**config.mk**
```make
export PLATFORM = sky130hd
export DESIGN_NAME = ram_subsys
export DESIGN_NICKNAME = d
export VERILOG_FILES = /design/src/common/ram_pkg.sv /design/src/common/ram_wr_if.sv /design/src/logic/wr_arbiter.sv /design/src/ram/ram_flops.sv /design/src/ram/ram_subsys.sv
export SDC_FILE = /design/constraint.sdc
export NUM_CORES = 2
export LEC_CHECK = 0
export BUFFER_PORTS_ARGS = -buffer_cell sky130_fd_sc_hd__buf_2
export CAP_MARGIN = 20
export CORE_ASPECT_RATIO = 1.2
export CORE_MARGIN = 5
export CORE_UTILIZATION = 45
export CTS_CLUSTER_SIZE = 10
export DETAILED_ROUTE_END_ITERATION = 7
export PLACE_DENSITY = 0.58
export SETUP_SLACK_MARGIN = 0.5
export SYNTH_ARGS = -nofsm -noshare
export SYNTH_HDL_FRONTEND = slang
export SYNTH_SLANG_ARGS = --single-unit
export TNS_END_PERCENT = 50
```
**constraint.sdc**
```tcl
create_clock -name wr_clk -period 19.4 [get_ports wr_clk]
set_input_delay 0.97 -clock wr_clk [delete_from_list [all_inputs] [get_ports wr_clk]]
set_output_delay 0.97 -clock wr_clk [all_outputs]
set_load 0.005 [all_outputs]
```
**src/common/ram_pkg.sv**
```systemverilog
// Sizes, derived widths and the write arbiter priority type for the register-file RAM
package ram_pkg;

  // Storage geometry
  localparam int ram_depth = 16;
  localparam int ram_width = 32;

  // Granularity of one byte enable
  localparam int ram_word_width = 8;

  // Address needs at least one bit even for a single entry
  localparam int ram_addr_width = (ram_depth > 1) ? $clog2(ram_depth) : 1;

  localparam int ram_num_words = ram_width / ram_word_width;

  // Two peer clients share the single write port
  localparam int num_writers = 2;

  // Which client wins the next conflicting cycle
  typedef enum logic {
    pri_client0 = 1'b0,
    pri_client1 = 1'b1
  } arb_pri_e;

endpackage

```
**src/common/ram_wr_if.sv**
```systemverilog
// Write bus carrying one granted write from the arbiter into the storage array
`timescale 1ns/1ns

interface ram_wr_if import ram_pkg::*; ();

  // One-cycle strobe, always taken by the storage in that cycle
  logic                      valid;
  logic [ram_addr_width-1:0] addr;
  logic [ram_width-1:0]      data;
  // One bit per byte word
  logic [ram_num_words-1:0]  word_en;

  modport arbiter (
    output valid,
    output addr,
    output data,
    output word_en
  );

  modport storage (
    input valid,
    input addr,
    input data,
    input word_en
  );

endinterface

```
**src/logic/wr_arbiter.sv**
```systemverilog
// Two-client round-robin write arbiter with same-cycle grant and write steering
`timescale 1ns/1ns

module wr_arbiter import ram_pkg::*; (
  input  logic                                          wr_clk,
  input  logic                                          wr_rst,
  input  logic [num_writers-1:0]                        req_valid,
  input  logic [num_writers-1:0][ram_addr_width-1:0]    req_addr,
  input  logic [num_writers-1:0][ram_width-1:0]         req_data,
  input  logic [num_writers-1:0][ram_num_words-1:0]     req_word_en,
  output logic [num_writers-1:0]                        grant,
  ram_wr_if.arbiter                                     wr
);

  arb_pri_e pri_q;
  logic     both_req;
  logic     win_idx;

  assign both_req = &req_valid;

  // Grant is combinational in the request cycle
  always_comb begin
    grant = '0;
    if (both_req) begin
      // Conflict goes to whichever client holds priority
      grant[pri_q == pri_client1] = 1'b1;
    end else begin
      // A lone requester always wins
      grant = req_valid;
    end
  end

  // Priority only moves on a conflict so the loser wins next cycle
  always_ff @(posedge wr_clk or posedge wr_rst) begin
    if (wr_rst) begin
      pri_q <= pri_client0;
    end else if (both_req) begin
      pri_q <= (pri_q == pri_client0) ? pri_client1 : pri_client0;
    end
  end

  assign win_idx = grant[1];

  // Steer the winner onto the write bus
  assign wr.valid   = |grant;
  assign wr.addr    = req_addr[win_idx];
  assign wr.data    = req_data[win_idx];
  assign wr.word_en = req_word_en[win_idx];

endmodule

```
**src/ram/ram_flops.sv**
```systemverilog
// Flop storage array with byte enables, one write stage with read bypass and registered read
`timescale 1ns/1ns

module ram_flops import ram_pkg::*; #(
  parameter int depth        = ram_depth,
  parameter int width        = ram_width,
  parameter int word_width   = ram_word_width,
  parameter bit enable_reset = 1'b1,
  localparam int addr_width  = (depth > 1) ? $clog2(depth) : 1,
  localparam int num_words   = width / word_width
) (
  input  logic                  wr_clk,
  input  logic                  wr_rst,
  ram_wr_if.storage             wr,
  input  logic                  rd_addr_valid,
  input  logic [addr_width-1:0] rd_addr,
  output logic                  rd_data_valid,
  output logic [width-1:0]      rd_data
);

  // Write stage holding the write granted in the previous cycle
  logic                  stg_valid;
  logic [addr_width-1:0] stg_addr;
  logic [width-1:0]      stg_data;
  logic [num_words-1:0]  stg_word_en;

  logic [width-1:0]      mem [depth];
  logic [width-1:0]      commit_data;
  logic [width-1:0]      rd_merge;
  logic                  rd_hit;

  always_ff @(posedge wr_clk or posedge wr_rst) begin
    if (wr_rst) begin
      stg_valid <= 1'b0;
    end else begin
      stg_valid <= wr.valid;
    end
  end

  always_ff @(posedge wr_clk) begin
    if (wr.valid) begin
      stg_addr    <= wr.addr;
      stg_data    <= wr.data;
      stg_word_en <= wr.word_en;
    end
  end

  // Merge the staged bytes over the current entry contents
  always_comb begin
    commit_data = mem[stg_addr];
    for (int w = 0; w < num_words; w++) begin
      if (stg_word_en[w]) begin
        commit_data[w*word_width +: word_width] = stg_data[w*word_width +: word_width];
      end
    end
  end

  if (enable_reset) begin : gen_mem_rst
    always_ff @(posedge wr_clk or posedge wr_rst) begin
      if (wr_rst) begin
        for (int i = 0; i < depth; i++) begin
          mem[i] <= '0;
        end
      end else if (stg_valid) begin
        mem[stg_addr] <= commit_data;
      end
    end
  end else begin : gen_mem_norst
    always_ff @(posedge wr_clk) begin
      if (stg_valid) begin
        mem[stg_addr] <= commit_data;
      end
    end
  end

  // Bypass the staged write when it targets the read address
  assign rd_hit = stg_valid && (stg_addr == rd_addr);

  always_comb begin
    rd_merge = mem[rd_addr];
    for (int w = 0; w < num_words; w++) begin
      if (rd_hit && stg_word_en[w]) begin
        rd_merge[w*word_width +: word_width] = stg_data[w*word_width +: word_width];
      end
    end
  end

  // Read data returns exactly one cycle after the address
  always_ff @(posedge wr_clk or posedge wr_rst) begin
    if (wr_rst) begin
      rd_data_valid <= 1'b0;
      rd_data       <= '0;
    end else begin
      rd_data_valid <= rd_addr_valid;
      if (rd_addr_valid) begin
        rd_data <= rd_merge;
      end
    end
  end

endmodule

```
**src/ram/ram_subsys.sv**
```systemverilog
// Top level joining the write arbiter and the flop storage over the write bus
`timescale 1ns/1ns

module ram_subsys import ram_pkg::*; #(
  parameter int depth        = ram_depth,
  parameter int width        = ram_width,
  parameter int word_width   = ram_word_width,
  parameter bit enable_reset = 1'b1,
  localparam int addr_width  = (depth > 1) ? $clog2(depth) : 1,
  localparam int num_words   = width / word_width
) (
  input  logic                                    wr_clk,
  input  logic                                    wr_rst,

  // Write clients, one slice per client
  input  logic [num_writers-1:0]                  wr_valid,
  input  logic [num_writers-1:0][addr_width-1:0]  wr_addr,
  input  logic [num_writers-1:0][width-1:0]       wr_data,
  input  logic [num_writers-1:0][num_words-1:0]   wr_word_en,
  output logic [num_writers-1:0]                  wr_grant,

  // Single read port
  input  logic                                    rd_addr_valid,
  input  logic [addr_width-1:0]                   rd_addr,
  output logic                                    rd_data_valid,
  output logic [width-1:0]                        rd_data
);

  // Granted write travelling to the storage
  ram_wr_if wr_bus ();

  wr_arbiter wr_arbiter_i0 (
    .wr_clk      (wr_clk),
    .wr_rst      (wr_rst),
    .req_valid   (wr_valid),
    .req_addr    (wr_addr),
    .req_data    (wr_data),
    .req_word_en (wr_word_en),
    .grant       (wr_grant),
    .wr          (wr_bus)
  );

  ram_flops #(
    .depth        (depth),
    .width        (width),
    .word_width   (word_width),
    .enable_reset (enable_reset)
  ) ram_flops_i0 (
    .wr_clk        (wr_clk),
    .wr_rst        (wr_rst),
    .wr            (wr_bus),
    .rd_addr_valid (rd_addr_valid),
    .rd_addr       (rd_addr),
    .rd_data_valid (rd_data_valid),
    .rd_data       (rd_data)
  );

endmodule

```
### After elaboration in Yosys (flattened, before gate mapping)

Cells that the tools add are included.

| storage, ports and cells | value |
|---|---|
| bits in registers | 587 |
| latch bits | 0 |
| memory bits (writable) | 0 |
| ROM bits | 0 |
| bits of input ports | 89 |
| memories | 0 |

| operators by class | value |
|---|---|
| $add $sub $neg | 0 |
| multiply operators | 0 |
| div/mod/pow operators | 0 |
| $lt $le $gt $ge | 6 |
| equality and inequality tests | 1 |
| shift operators | 0 |
| muxes and demuxes | 27 |
| bitwise gates (word level) | 2 |
| reduce and logical (&&, ||, !) cells | 9 |

Operators with widths:

| cell | count |
|---|---|
| $bwmux W512 | 1 |
| $bmux W32 S4 | 2 |
| $mux W32 | 7 |
| $demux W32 S4 | 1 |
| $mux W8 | 8 |
| $mux W4 | 4 |
| $ge A5 B5 Y1 const B | 2 |
| $not A4 Y5 | 2 |
| $logic_and A1 B1 Y1 | 7 |
| $lt A5 B1 Y1 const B | 1 |
| $eq A4 B4 Y1 | 1 |
| $lt A1 B2 Y1 const B | 2 |
| $mux W1 | 2 |
| $mux W2 | 1 |
| $reduce_and A2 Y1 | 1 |
| $reduce_or A2 Y1 | 1 |
| $demux W1 S1 | 1 |
| $ge A1 B1 Y1 const B | 1 |

### Logic depth before layout (Yosys ltp)

Gate-level depths: netlist of the first run.

| logic depth | value |
|---|---|
| depth after elaboration | 7 |
| gate-level depth with buffers | 9 |
| gate-level depth less buffers | 4 |

### Cells and area by module

A second synthesis of the first run with hierarchy kept.

| unflattened totals | value |
|---|---|
| cell total of the unflattened synthesis | 2665 |
| area, all modules | 31800.5 µm² |

By module, submodules not included:

| module | times used | cells an instance | area each (µm²) | seq. area each (µm²) |
|---|---|---|---|---|
| ram_flops | 1 | 2612 | 31228.7 | 14864.3 |
| wr_arbiter | 1 | 53 | 571.8 | 25.0 |

### Worst setup path after synthesis of the first run

No wires, ideal clock.

| timing | value |
|---|---|
| path type | in2reg |
| start | input rd_addr[0] |
| end | register ram_flops_i0.rd_data[0] |
| arrival | 2.542 ns |
| data required time | 19.259 ns |
| setup slack | 16.718 ns |
| cell stages on the path | 7 |
| path buffers | 3 |
| path through | clkbuf_1 buf_2 buf_2 mux4_2 a22o_1 nor2_1 o21bai_1 |

| between the ends | value |
|---|---|
| cells in the longest elaborated chain, start to end | 5 |
| elaborated cells between the ends (all ways) | 8 |

Ends and longest elaborated chain:

| element | RTL line | RTL |
|---|---|---|
| from (decl) | ram_subsys.sv:24 | `input logic [addr_width-1:0] rd_addr,` |
| $not A4 Y5 (not written as such) | ram_flops.sv:80 | `rd_merge = mem[rd_addr];` |
| $bmux W32 S4 | ram_flops.sv:80 |  |
| $mux W32 (not written as such) (2 in series) | ram_flops.sv:80 |  |
| $mux W8 * | ram_flops.sv:82 | `if (rd_hit && stg_word_en[w]) begin` |
| to (signal assigned) | ram_flops.sv:96 | `rd_data <= rd_merge;` |
| to (decl) | ram_flops.sv:18 | `output logic [width-1:0] rd_data` |

Mark *: on every way between the ends. The rest lies on a longest branch, timed or not. The select of a mux whose other input is x is not followed.
A chain may end at the register's enable or synchronous reset.

### Worst setup path in the final report of the first run

| timing | value |
|---|---|
| start | register ram_flops_i0.stg_addr[1] |
| end | register ram_flops_i0.mem[413] in the netlist's numbering |

| between the ends | value |
|---|---|
| cells in the longest elaborated chain, start to end | 6 |
| elaborated cells between the ends (all ways) | 11 |

Ends and longest elaborated chain:

| element | RTL line | RTL |
|---|---|---|
| from (decl) | ram_flops.sv:23 | `logic [addr_width-1:0] stg_addr;` |
| from (signal assigned) | ram_flops.sv:42 | `stg_addr <= wr.addr;` |
| $not A4 Y5 (not written as such) * | ram_flops.sv:50, ram_flops.sv:65 |  |
| $ge A5 B5 Y1 (not written as such), or another cell as far along | ram_flops.sv:65 | `mem[stg_addr] <= commit_data;` |
| $logic_and A1 B1 Y1 (not written as such) / $mux W32 (equally long branches) | ram_flops.sv:65, ram_flops.sv:50 |  |
| $mux W32 (on tied branches) | ram_flops.sv:65, ram_flops.sv:50 |  |
| $demux W32 S4 / $mux W8 (equally long branches) | ram_flops.sv:65, ram_flops.sv:52 |  |
| $bwmux W512 * | ram_flops.sv:65 |  |
| to (signal, indexed assignment) | ram_flops.sv:65 |  |
| to (decl) | ram_flops.sv:27 | `logic [width-1:0] mem [depth];` |

Marks and branches as above.

==> impl_metrics.yaml, run 1 <==
critical_path:
  slowest_delay_ps: 920
  crit_buf_inv: 2
  worst-setup-path-type: "reg2reg"
  cp_max_fo: 127
  cpLargestDelayFamily: "buffers and inverters"
  worstPathRequired_ps: 19850
  r2r_slack_ps: 15320
  rr_worst_depth: 6
  reg2reg_from: "ram_flops_i0.stg_addr[1]"
  critical_path.cell_chain: "buf_12 > buf_4 > mux4_2 > mux2_2 > a211oi_2 > o21ai_0"
  r2r-end: "ram_flops_i0.mem[413]"
  cp-start-kind: "register"
  worstSetupPathDepth: 6
  critPathCaptureType: "register"
  critical_path.slowest_cell: "buf_4"
  worstPathArrival_ps: 4520
timing:
  finalCritPeriodShare_pct: 21.01
  fin_setup_tns_ps: 0
  hold_slack_ps: 497.4
  worstMarginPinSlew_ps: 1156
  slew_violations: 0
  rsz0062_at_grt: "false"
  period_needed_ps: 4075
  hold_viol: 0
  max_clock_freq_mhz: 245.4
  finClkSkew_ps: 21.77
  setup_viol_count_final: 0
  slew_headroom_pct: 22.26
pwr:
  p_switching_mw: 1.737
  p_int_mw: 3.347
  pwr-share-seq_pct: 44.0
  leakagePower_nw: 14.37
  comb_power_share_pct: 33.0
  netSwitchingFraction_pct: 34.17
  p_clk_share_pct: 23.0
  ir_drop_v: 0.00008830
  cellPowerDensity_nw_per_um2: 145.2
yosys:
  synth_edf_count: 40
  netlist_area_sq_um: 31720
  synth-seq-area-share_pct: 46.95
  synthFlopType: "dfrtp_1"
  synth_most_common_cell: "dfrtp_1"
  synth_top_cell_area_share_pct: 43.16
  synth_fp_nets: 2734
  synth-seq-cells: 587
  synthCells: 2645
  ys_top_cells_by_count: "dfrtp_1, nand2_1, mux2_2, o21ai_0, mux4_2"
  synth.area.top_cells: "dfrtp_1, mux4_2, mux2_2"
  yosysUniqueCellTypes: 46
  postSynth.asyncResetShare_pct: 93.19
  yosys_warnings: 0
  syn_avg_cell_area_sq_um: 11.99
  synth_top_cell_by_area: "dfrtp_1"
global_routing:
  antenna_found_initial: 2
  overflow: 0
  grt_use_total_pct: 27.57
  grt_pass1_vias: 23810
  grt_max_degree: 172
  grt_pass1_wl_um: 158100
placement:
  gp_congestion: 0.8753
  dpl.cell_count: 3523
  port_buffers: 123
  hpwl_um: 64450
floorplan:
  start_util_pct: 45.46
  io_pins: 124
  rows: 106
  die_width_um: 252.3
  core_sq_um: 69760
  dieArea_sq_um: 75910
  die_h_um: 300.8
clock_tree:
  root_buffer: "clkbuf_16"
  cts_resized: 0
  post_cts_buffers: 0
  cts_tree: "yes"
  cts_hold_buf: 0
  clk_latency_ps: 600
  h-tree-depth: 3
  clockBufferDepth: 3
  cts-buffers-inserted: 69
  clock-sinks: 587
  clk_pin_slew_ps: 60
layout:
  nNetsFinal: 2767
  drive_gt1_share_pct: 31.74
  final_cells: 3618
  area_delta_synth_final_pct: 10.42
  antenna_cells: 0
drt:
  routed_wirelength_um: 106300
  firstDrtPassIters: 6
  vias_per_cell: 6.497
  wl_per_cell_um: 29.37
  ant_nets: 0
  drt_iter0_markers: 2415
  drc_errors: 0
  via_count: 23510
worst_hold_path:
  hold_start: "ram_flops_i0.mem[360]"
  hold_depth: 2
  whs_endpoint: "ram_flops_i0.mem[360]"
  hp-class: "reg2reg"
flow_run:
  maxCapViolCount: 0
outcome:
  status: "finished, final reports clean"
## power groups by stage
stage          Clock [mW]  Combinational, mW  Sequential (mW)
2_1_floorplan           0               1.28             2.07
3_3_place_gp            0               1.60             2.19
3_5_place_dp            0               1.66             2.23
4_1_cts              1.19               1.66             2.22
5_1_grt              1.24               1.82             2.29
6_report             1.17               1.68             2.24
## state kept, by name (all words and copies together) (netlist names)
| name | cells |
|---|---|
| ram_flops_i0.stg_valid | 1 |
| ram_flops_i0.mem | 512 |
| ram_flops_i0.rd_data_valid | 1 |
| ram_flops_i0.stg_addr | 4 |
| wr_arbiter_i0.pri_q | 1 |
| ram_flops_i0.stg_data | 32 |
| ram_flops_i0.rd_data | 32 |
| ram_flops_i0.stg_word_en | 4 |
## tightest hold or removal path, cell delays in order, from the launching register on
cell and delay, ps:
dfrtp_1 350, nand2_1 50, o21ai_0 60
## through the flow
step           util, %  worst slack (ps)  power (mW)  cell area [sq um]
2_1_floorplan        -              3138       3.352              31720
3_3_place_gp     47.43             15410       3.797              33090
3_5_place_dp     47.44             15410       3.891              33100
4_1_cts          50.17             15430       5.071              35000
5_1_grt          50.20             15160       5.349              35020
6_report         50.20             15320       5.085              35020
## final cells by class
type | count | area (sq um)
Multi-Input combinational cell | 1828 | 15910
Inverter | 9 | 41.29
Timing Repair Buffer | 183 | 1122
Sequential cell | 587 | 14890
Fill cell | 6078 | 34740
Tap cell | 918 | 1149
Clock buffer | 92 | 1896
Clock inverter | 1 | 8.758
## cells in the final DEF (no fill, tap or decap), types with 6 or more instances in the layout
master     instances
nor2_1            38
o21a_1            28
a22o_1            64
buf_2            121
mux2_2           314
clkbuf_1          17
dfrtp_1          547
buf_4             56
clkbuf_16         71
o41a_1            31
o31ai_1           40
edfxtp_1          40
o21ai_1           30
mux2i_1           62
nand2_1          542
nand2b_1          64
nand3_1            6
a211oi_2          26
inv_1              6
o21ai_0          256
nand3_2            6
and2_1            10
o2bb2ai_1         23
mux4_2           224
## layer usage
| metal | GRT usage [%] | wire (um) | up-vias |
|---|---|---|---|
| met5 | 0 | 19 | - |
| met1 | 37.61 | 42180 | 12180 |
| met4 | 9.669 | 3896 | 2 |
| li1 | - | - | 9796 |
| met3 | 8.017 | 11410 | 244 |
| met2 | 42.51 | 48760 | 1279 |
## worst max path at each step
stage / startpoint / end / slack [ps]
final: ram_flops_i0.stg_addr[1] / ram_flops_i0.mem[413] / 15320
after global routing: ram_flops_i0.stg_addr[1] / ram_flops_i0.mem[413] / 15160
after CTS: ram_flops_i0.stg_addr[1] / ram_flops_i0.mem[413] / 15430
after detailed placement: ram_flops_i0.stg_addr[1] / ram_flops_i0.mem[413] / 15410
after global placement: rd_addr[0] / ram_flops_i0.rd_data[1] / 15410
after floorplan: wr_rst / ram_flops_i0.mem[0] / 3140
## kinds of logic after synthesis
logic type	after synthesis	synth area share, %
muxes	600	29.01
xor gates and xnor gates	5	0.1381
DFF	587	46.95
buffers and inverters	230	3.294
and+or+nand+nor	696	9.097
AOI/OAI and AO/OA	527	11.51
No activity file was read; power rests on OpenSTA's default activity.
==> run 2, diff against run 1 <==
Settings changed: ABC_AREA set to 1.
Clock period 19.4 ns to 4.1 ns, I/O delays scaled along.
==> run 2 against run 1 <==
  * Worst hold slack got worse by 450 ps
  * Via count increased by 58%
  * Sequential share of layout area is 4.3 points lower
  * Clock skew rose by 8.4 ps
  * Clock power rose to 5.0 times the previous value
  * Register-to-register slack got worse by 14000 ps
==> impl_metrics.yaml, run 2 <==
pwr:
  p_int_mw: 14.32
  ir_drop_v: 0.0003467
  leakagePower_nw: 21.27
  cellPowerDensity_nw_per_um2: 619.8
  pwr-share-seq_pct: 42.0
  netSwitchingFraction_pct: 40.67
  p_clk_share_pct: 24.4
  p_switching_mw: 9.816
  power_mw: 24.14
  comb_power_share_pct: 33.6
critical_path:
  critPathCaptureType: "register"
  cp_max_fo: 19
  cp-start-kind: "register"
  worstPathRequired_ps: 4650
  worstPathArrival_ps: 3670
  worst-setup-path-type: "reg2reg"
yosys:
  yosysUniqueCellTypes: 22
  yosys_warnings: 0
  synth_top_cell_by_area: "dfrtp_1"
  ys_top_cells_by_count: "nand2_1, nand3_1, dfrtp_1, nor2_1, clkbuf_1"
  synth_most_common_cell: "nand2_1"
  synth_edf_count: 40
  synth-seq-cells: 587
  synth.area.top_cells: "dfrtp_1, nand2_1, nand3_1"
  netlist_area_sq_um: 34710
  postSynth.asyncResetShare_pct: 93.19
  synth_top_cell_area_share_pct: 39.43
  synthFlopType: "dfrtp_1"
  synth_fp_nets: 5518
  synth-seq-area-share_pct: 42.89
  syn_avg_cell_area_sq_um: 6.394
  synthCells: 5429
clock_tree:
  cts_tree: "yes"
  post_cts_buffers: 0
  cts-buffers-inserted: 70
  clockBufferDepth: 3
  clk_pin_slew_ps: 60
  root_buffer: "clkbuf_16"
  clk_latency_ps: 630
  h-tree-depth: 3
  clock-sinks: 587
timing:
  period_needed_ps: 3119
  finClkSkew_ps: 30.19
  worstMarginPinSlew_ps: 1221
  hold_viol: 0
  slew_headroom_pct: 18.48
  slew_violations: 0
  rsz0062_at_grt: "false"
  max_clock_freq_mhz: 320.6
  finalCritPeriodShare_pct: 76.08
  setup_viol_count_final: 0
floorplan:
  core_sq_um: 76520
  dieArea_sq_um: 82820
  rows: 111
  die_width_um: 263.5
  start_util_pct: 45.36
  io_pins: 124
  die_h_um: 314.3
layout:
  antenna_cells: 0
  nFillCells: 7848
  regMostFlops: "ram_flops_i0.mem"
  area_delta_synth_final_pct: 12.18
  layout_common_cells: "nand2_1, nand3_1, dfrtp_1"
  final_cell_area_sq_um: 38940
  nNetsFinal: 5509
  drive_gt1_share_pct: 6.801
  largest_register_ffs: 512
  mostFrequentLayoutCell: "nand2_1"
  largestRegisters: "ram_flops_i0.mem (512), ram_flops_i0.rd_data (32), ram_flops_i0.stg_data (32)"
  final_cells: 6472
  fin_util_pct: 50.89
global_routing:
  overflow: 0
  grt_use_total_pct: 36.01
  grt_max_degree: 133
  grt_pass1_vias: 34490
  antenna_found_initial: 0
  grt_pass1_wl_um: 226300
drt:
  vias_per_cell: 5.726
  firstDrtPassIters: 6
  ant_nets: 0
  routed_wirelength_um: 154500
  drc_errors: 0
  drt_iter0_markers: 4628
  wl_per_cell_um: 23.87
  via_count: 37060
placement:
  port_buffers: 123
  dpl_cell_area_sq_um: 36080
  gp_congestion: 0.9291
  hpwl_um: 85690
  dpl.cell_count: 6284
outcome:
  status: "finished, final reports clean"
worst_hold_path:
  hp-class: "in2reg"
flow_run:
  maxCapViolCount: 0
run 2: per-layer routing:
layer,share of wire (%),global-route usage (%),up-vias
met5,0,0,-
met4,9.6,27.91,0
met3,9.5,5.792,509
met2,44,55.43,2075
met1,37,45.37,17590
li1,-,-,16890
run 2: worst max-delay path: stages (launching register included):
cell      delay, ps
edfxtp_1        540
buf_4           310
nor2_4          690
buf_4           430
nand2_1          80
nand2_1          70
nor2_1           40
nor2_1           80
nor2_1           70
nand2_1         490
nand3_1         140
nand2_1         100
run 2: through the flow:
step	worst slack (ps)	hold slack [ps]	TNS, ps
detailed placement	1105	330.3	0
global placement	1165	324.6	0
finish	980.6	50.92	0
floorplan	-3547	236.4	-1940150
global route	818.0	22.83	0
CTS	1087	10.48	0
run 2: final cells by class:
cell class,instances,area [sq um],share of cell area (%)
clock inverters,3,33.78,0.08675
flip-flops and latches,587,14890,38.23
well taps,1017,1272,3.268
multi-input cells,4203,17370,44.60
inverters,257,983.4,2.525
repair buffers,301,2401,6.166
clock buffers,104,1994,5.121
run 2: power groups by stage:
stage | logic (mW) | registers (mW) | clock network (mW)
after global routing | 9.14 | 10.4 | 6.17
after floorplan | 5.85 | 9.65 | 0
final | 8.12 | 10.1 | 5.88
after detailed placement | 7.86 | 10.1 | 0
after global placement | 7.74 | 10.1 | 0
after CTS | 7.99 | 10.1 | 5.95
run 2: cells by family after synthesis:
family	Yosys count	share of synthesized area [%]
simple gates	4026	46.80
compound gates	177	2.757
flops	587	42.89
buf+inv	639	7.548
run 2: repair_timing:
item	4_1_cts	5_1_grt
hold buffers	79	0
gates resized for setup	0	0
hold endpoints to repair	58	0
run 2: final timing paths:
path                                     startpoint                       end  slack [ps]  cells past startpoint
max                        ram_flops_i0.stg_addr[1]     ram_flops_i0.mem[319]         980                     11
min                                      wr_addr[4]  ram_flops_i0.stg_addr[0]          50                      3
max reg2reg                ram_flops_i0.stg_addr[1]     ram_flops_i0.mem[319]         980                     11
min reg2reg                 ram_flops_i0.rd_data[5]   ram_flops_i0.rd_data[5]         470                      2
max in group asynchronous                    wr_rst     ram_flops_i0.mem[289]        2640                      5
min in group asynchronous                    wr_rst     ram_flops_i0.mem[314]         230                      3
==> run 3, diff against run 2 <==
Clock period 4.1 ns to 2.9 ns, I/O delays scaled along.
==> run 3 against run 2 <==
  * Critical path depth shrank 2
  * Maximum frequency is 32% higher
  * Wire length rose by 2.3%
  * Power increased by 45%
  * Via count up 1.6%
  * Register-to-register slack worse by 440 ps
  * Critical path type unchanged
==> impl_metrics.yaml, run 3 (synthesized netlist as in run 2, its figures left out) <==
placement:
  hpwl_um: 90610
  gp_congestion: 0.9222
  dpl_cell_area_sq_um: 37220
  port_buffers: 123
  dpl.cell_count: 6387
  post-place-ws_ps: 270.1
critical_path:
  critPathCaptureType: "register"
  critical_path.cell_chain: "buf_4 > nand2_2 > nor2_1 > inv_1 > nor2_4 > inv_2 > buf_4 > nand2_1 > nand2_1"
  worst-setup-path-type: "reg2reg"
  cp_max_fo: 14
  slowest_delay_ps: 540
  cp-start-kind: "register"
  worstPathRequired_ps: 3470
  worstPathArrival_ps: 2930
  critical_path.slowest_cell: "edfxtp_1"
layout:
  final-seq-area_sq_um: 14890
  largest_register_ffs: 512
  mostFrequentLayoutCell: "nand2_1"
  multi_input_area_sq_um: 17400
  nNetsFinal: 5635
  regMostFlops: "ram_flops_i0.mem"
  largestRegisters: "ram_flops_i0.mem (512), ram_flops_i0.rd_data (32), ram_flops_i0.stg_data (32)"
  drive_gt1_share_pct: 8.979
  nFillCells: 7780
  fin_util_pct: 52.94
  final_cell_area_sq_um: 40510
  area_delta_synth_final_pct: 16.71
  layout_common_cells: "nand2_1, nand3_1, dfrtp_1"
  final_cells: 6609
global_routing:
  grt_use_total_pct: 36.95
  overflow: 0
  grt_pass1_wl_um: 231800
  antenna_found_initial: 1
  grt_pass1_vias: 35410
  grt_max_degree: 148
floorplan:
  die_h_um: 314.3
  rows: 111
  core_sq_um: 76520
  io_pins: 124
  die_width_um: 263.5
  start_util_pct: 45.36
  dieArea_sq_um: 82820
flow_run:
  maxCapViolCount: 0
timing:
  finalWorstSetupSlack_ps: 543.8
  setup_viol_count_final: 0
  max_clock_freq_mhz: 424.4
  finClkSkew_ps: 28.24
  hold_slack_ps: 47.57
  finalCritPeriodShare_pct: 81.25
  fin_setup_tns_ps: 0
  rsz0062_at_grt: "true"
  worstMarginPinSlew_ps: 937.7
  slew_headroom_pct: 37.49
  period_needed_ps: 2356
  hold_viol: 0
  slew_violations: 0
drt:
  via_count: 37660
  vias_per_cell: 5.698
  routed_wirelength_um: 158100
  drc_errors: 0
  ant_nets: 0
  wl_per_cell_um: 23.93
  firstDrtPassIters: 8
  drt_iter0_markers: 5048
outcome:
  status: "finished, final reports clean"
clock_tree:
  clk_pin_slew_ps: 60
  h-tree-depth: 3
  clockBufferDepth: 3
  cts_tree: "yes"
  clock-sinks: 587
  root_buffer: "clkbuf_16"
  clk_latency_ps: 640
  cts-buffers-inserted: 72
pwr:
  power_mw: 35.01
  netSwitchingFraction_pct: 40.18
  ir_drop_v: 0.0005168
  p_clk_share_pct: 24.8
  p_switching_mw: 14.07
  p_int_mw: 20.95
  cellPowerDensity_nw_per_um2: 864.2
  pwr-share-seq_pct: 40.9
  comb_power_share_pct: 34.3
  leakagePower_nw: 22.09
worst_hold_path:
  hp-class: "in2async"
-- run 3: changes by cell type in the layout (fill, tap and decap cells not counted), sizes merged --
cell         delta
buf           +118
clkbuf         +12
dlygate4sd3     +4
clkinvlp        +2
clkinv          +1
diode           +1
inv             -1
-- run 3: path summary, 6_finish.rpt --
kind,start,endpoint,slack (ps),cells after the start
setup / recovery,ram_flops_i0.stg_addr[1],ram_flops_i0.mem[434],540,9
hold / removal,wr_rst,ram_flops_i0.mem[377],50,3
setup reg to reg,ram_flops_i0.stg_addr[1],ram_flops_i0.mem[434],540,9
hold reg to reg,ram_flops_i0.rd_data[24],ram_flops_i0.rd_data[24],470,2
max in group asynchronous,wr_rst,ram_flops_i0.rd_data[12],1780,5
min in group wr_clk,wr_addr[5],ram_flops_i0.stg_addr[1],50,3
-- run 3: area by class of cell --
type	count	area share, %
well taps	1017	3.141
flip-flops and latches	587	36.75
multi-input cells	4203	42.95
inverters	257	2.446
clock buffers	114	5.191
clock inverters	5	0.08956
repair buffers	425	9.422
diodes	1	0.006177
-- run 3: critical path: cells and delay by family (launching register included) --
kind	cells	cell delay, ps
buf+inv	4	1320
flops	1	540
simple gates	5	400
-- run 3: power groups by stage --
stage | clock network [mW] | registers (mW) | logic, mW
after detailed placement | 0 | 14.3 | 11.6
after global routing | 9.07 | 14.7 | 13.6
after CTS | 8.75 | 14.2 | 11.8
after floorplan | 0 | 13.6 | 8.27
after global placement | 0 | 14.3 | 11.4
final | 8.67 | 14.3 | 12.0
-- run 3: what timing repair did --
| action | CTS | global route |
|---|---|---|
| endpoints found under the setup margin | 276 | 411 |
| endpoints found under the hold margin | 130 | 0 |
| pin swaps | 3 | 1 |
| hold buffers | 83 | 0 |
| resized for setup | 3 | 20 |
| cloned | 0 | 1 |
| buffers inserted | 11 | 5 |
-- run 3: routing by layer --
| metal | routed length [um] | track usage, % |
|---|---|---|
| met1 | 58830 | 47.28 |
| met2 | 69290 | 56.72 |
| met3 | 16970 | 7.137 |
| met4 | 13040 | 25.40 |
| met5 | 0 | 0 |
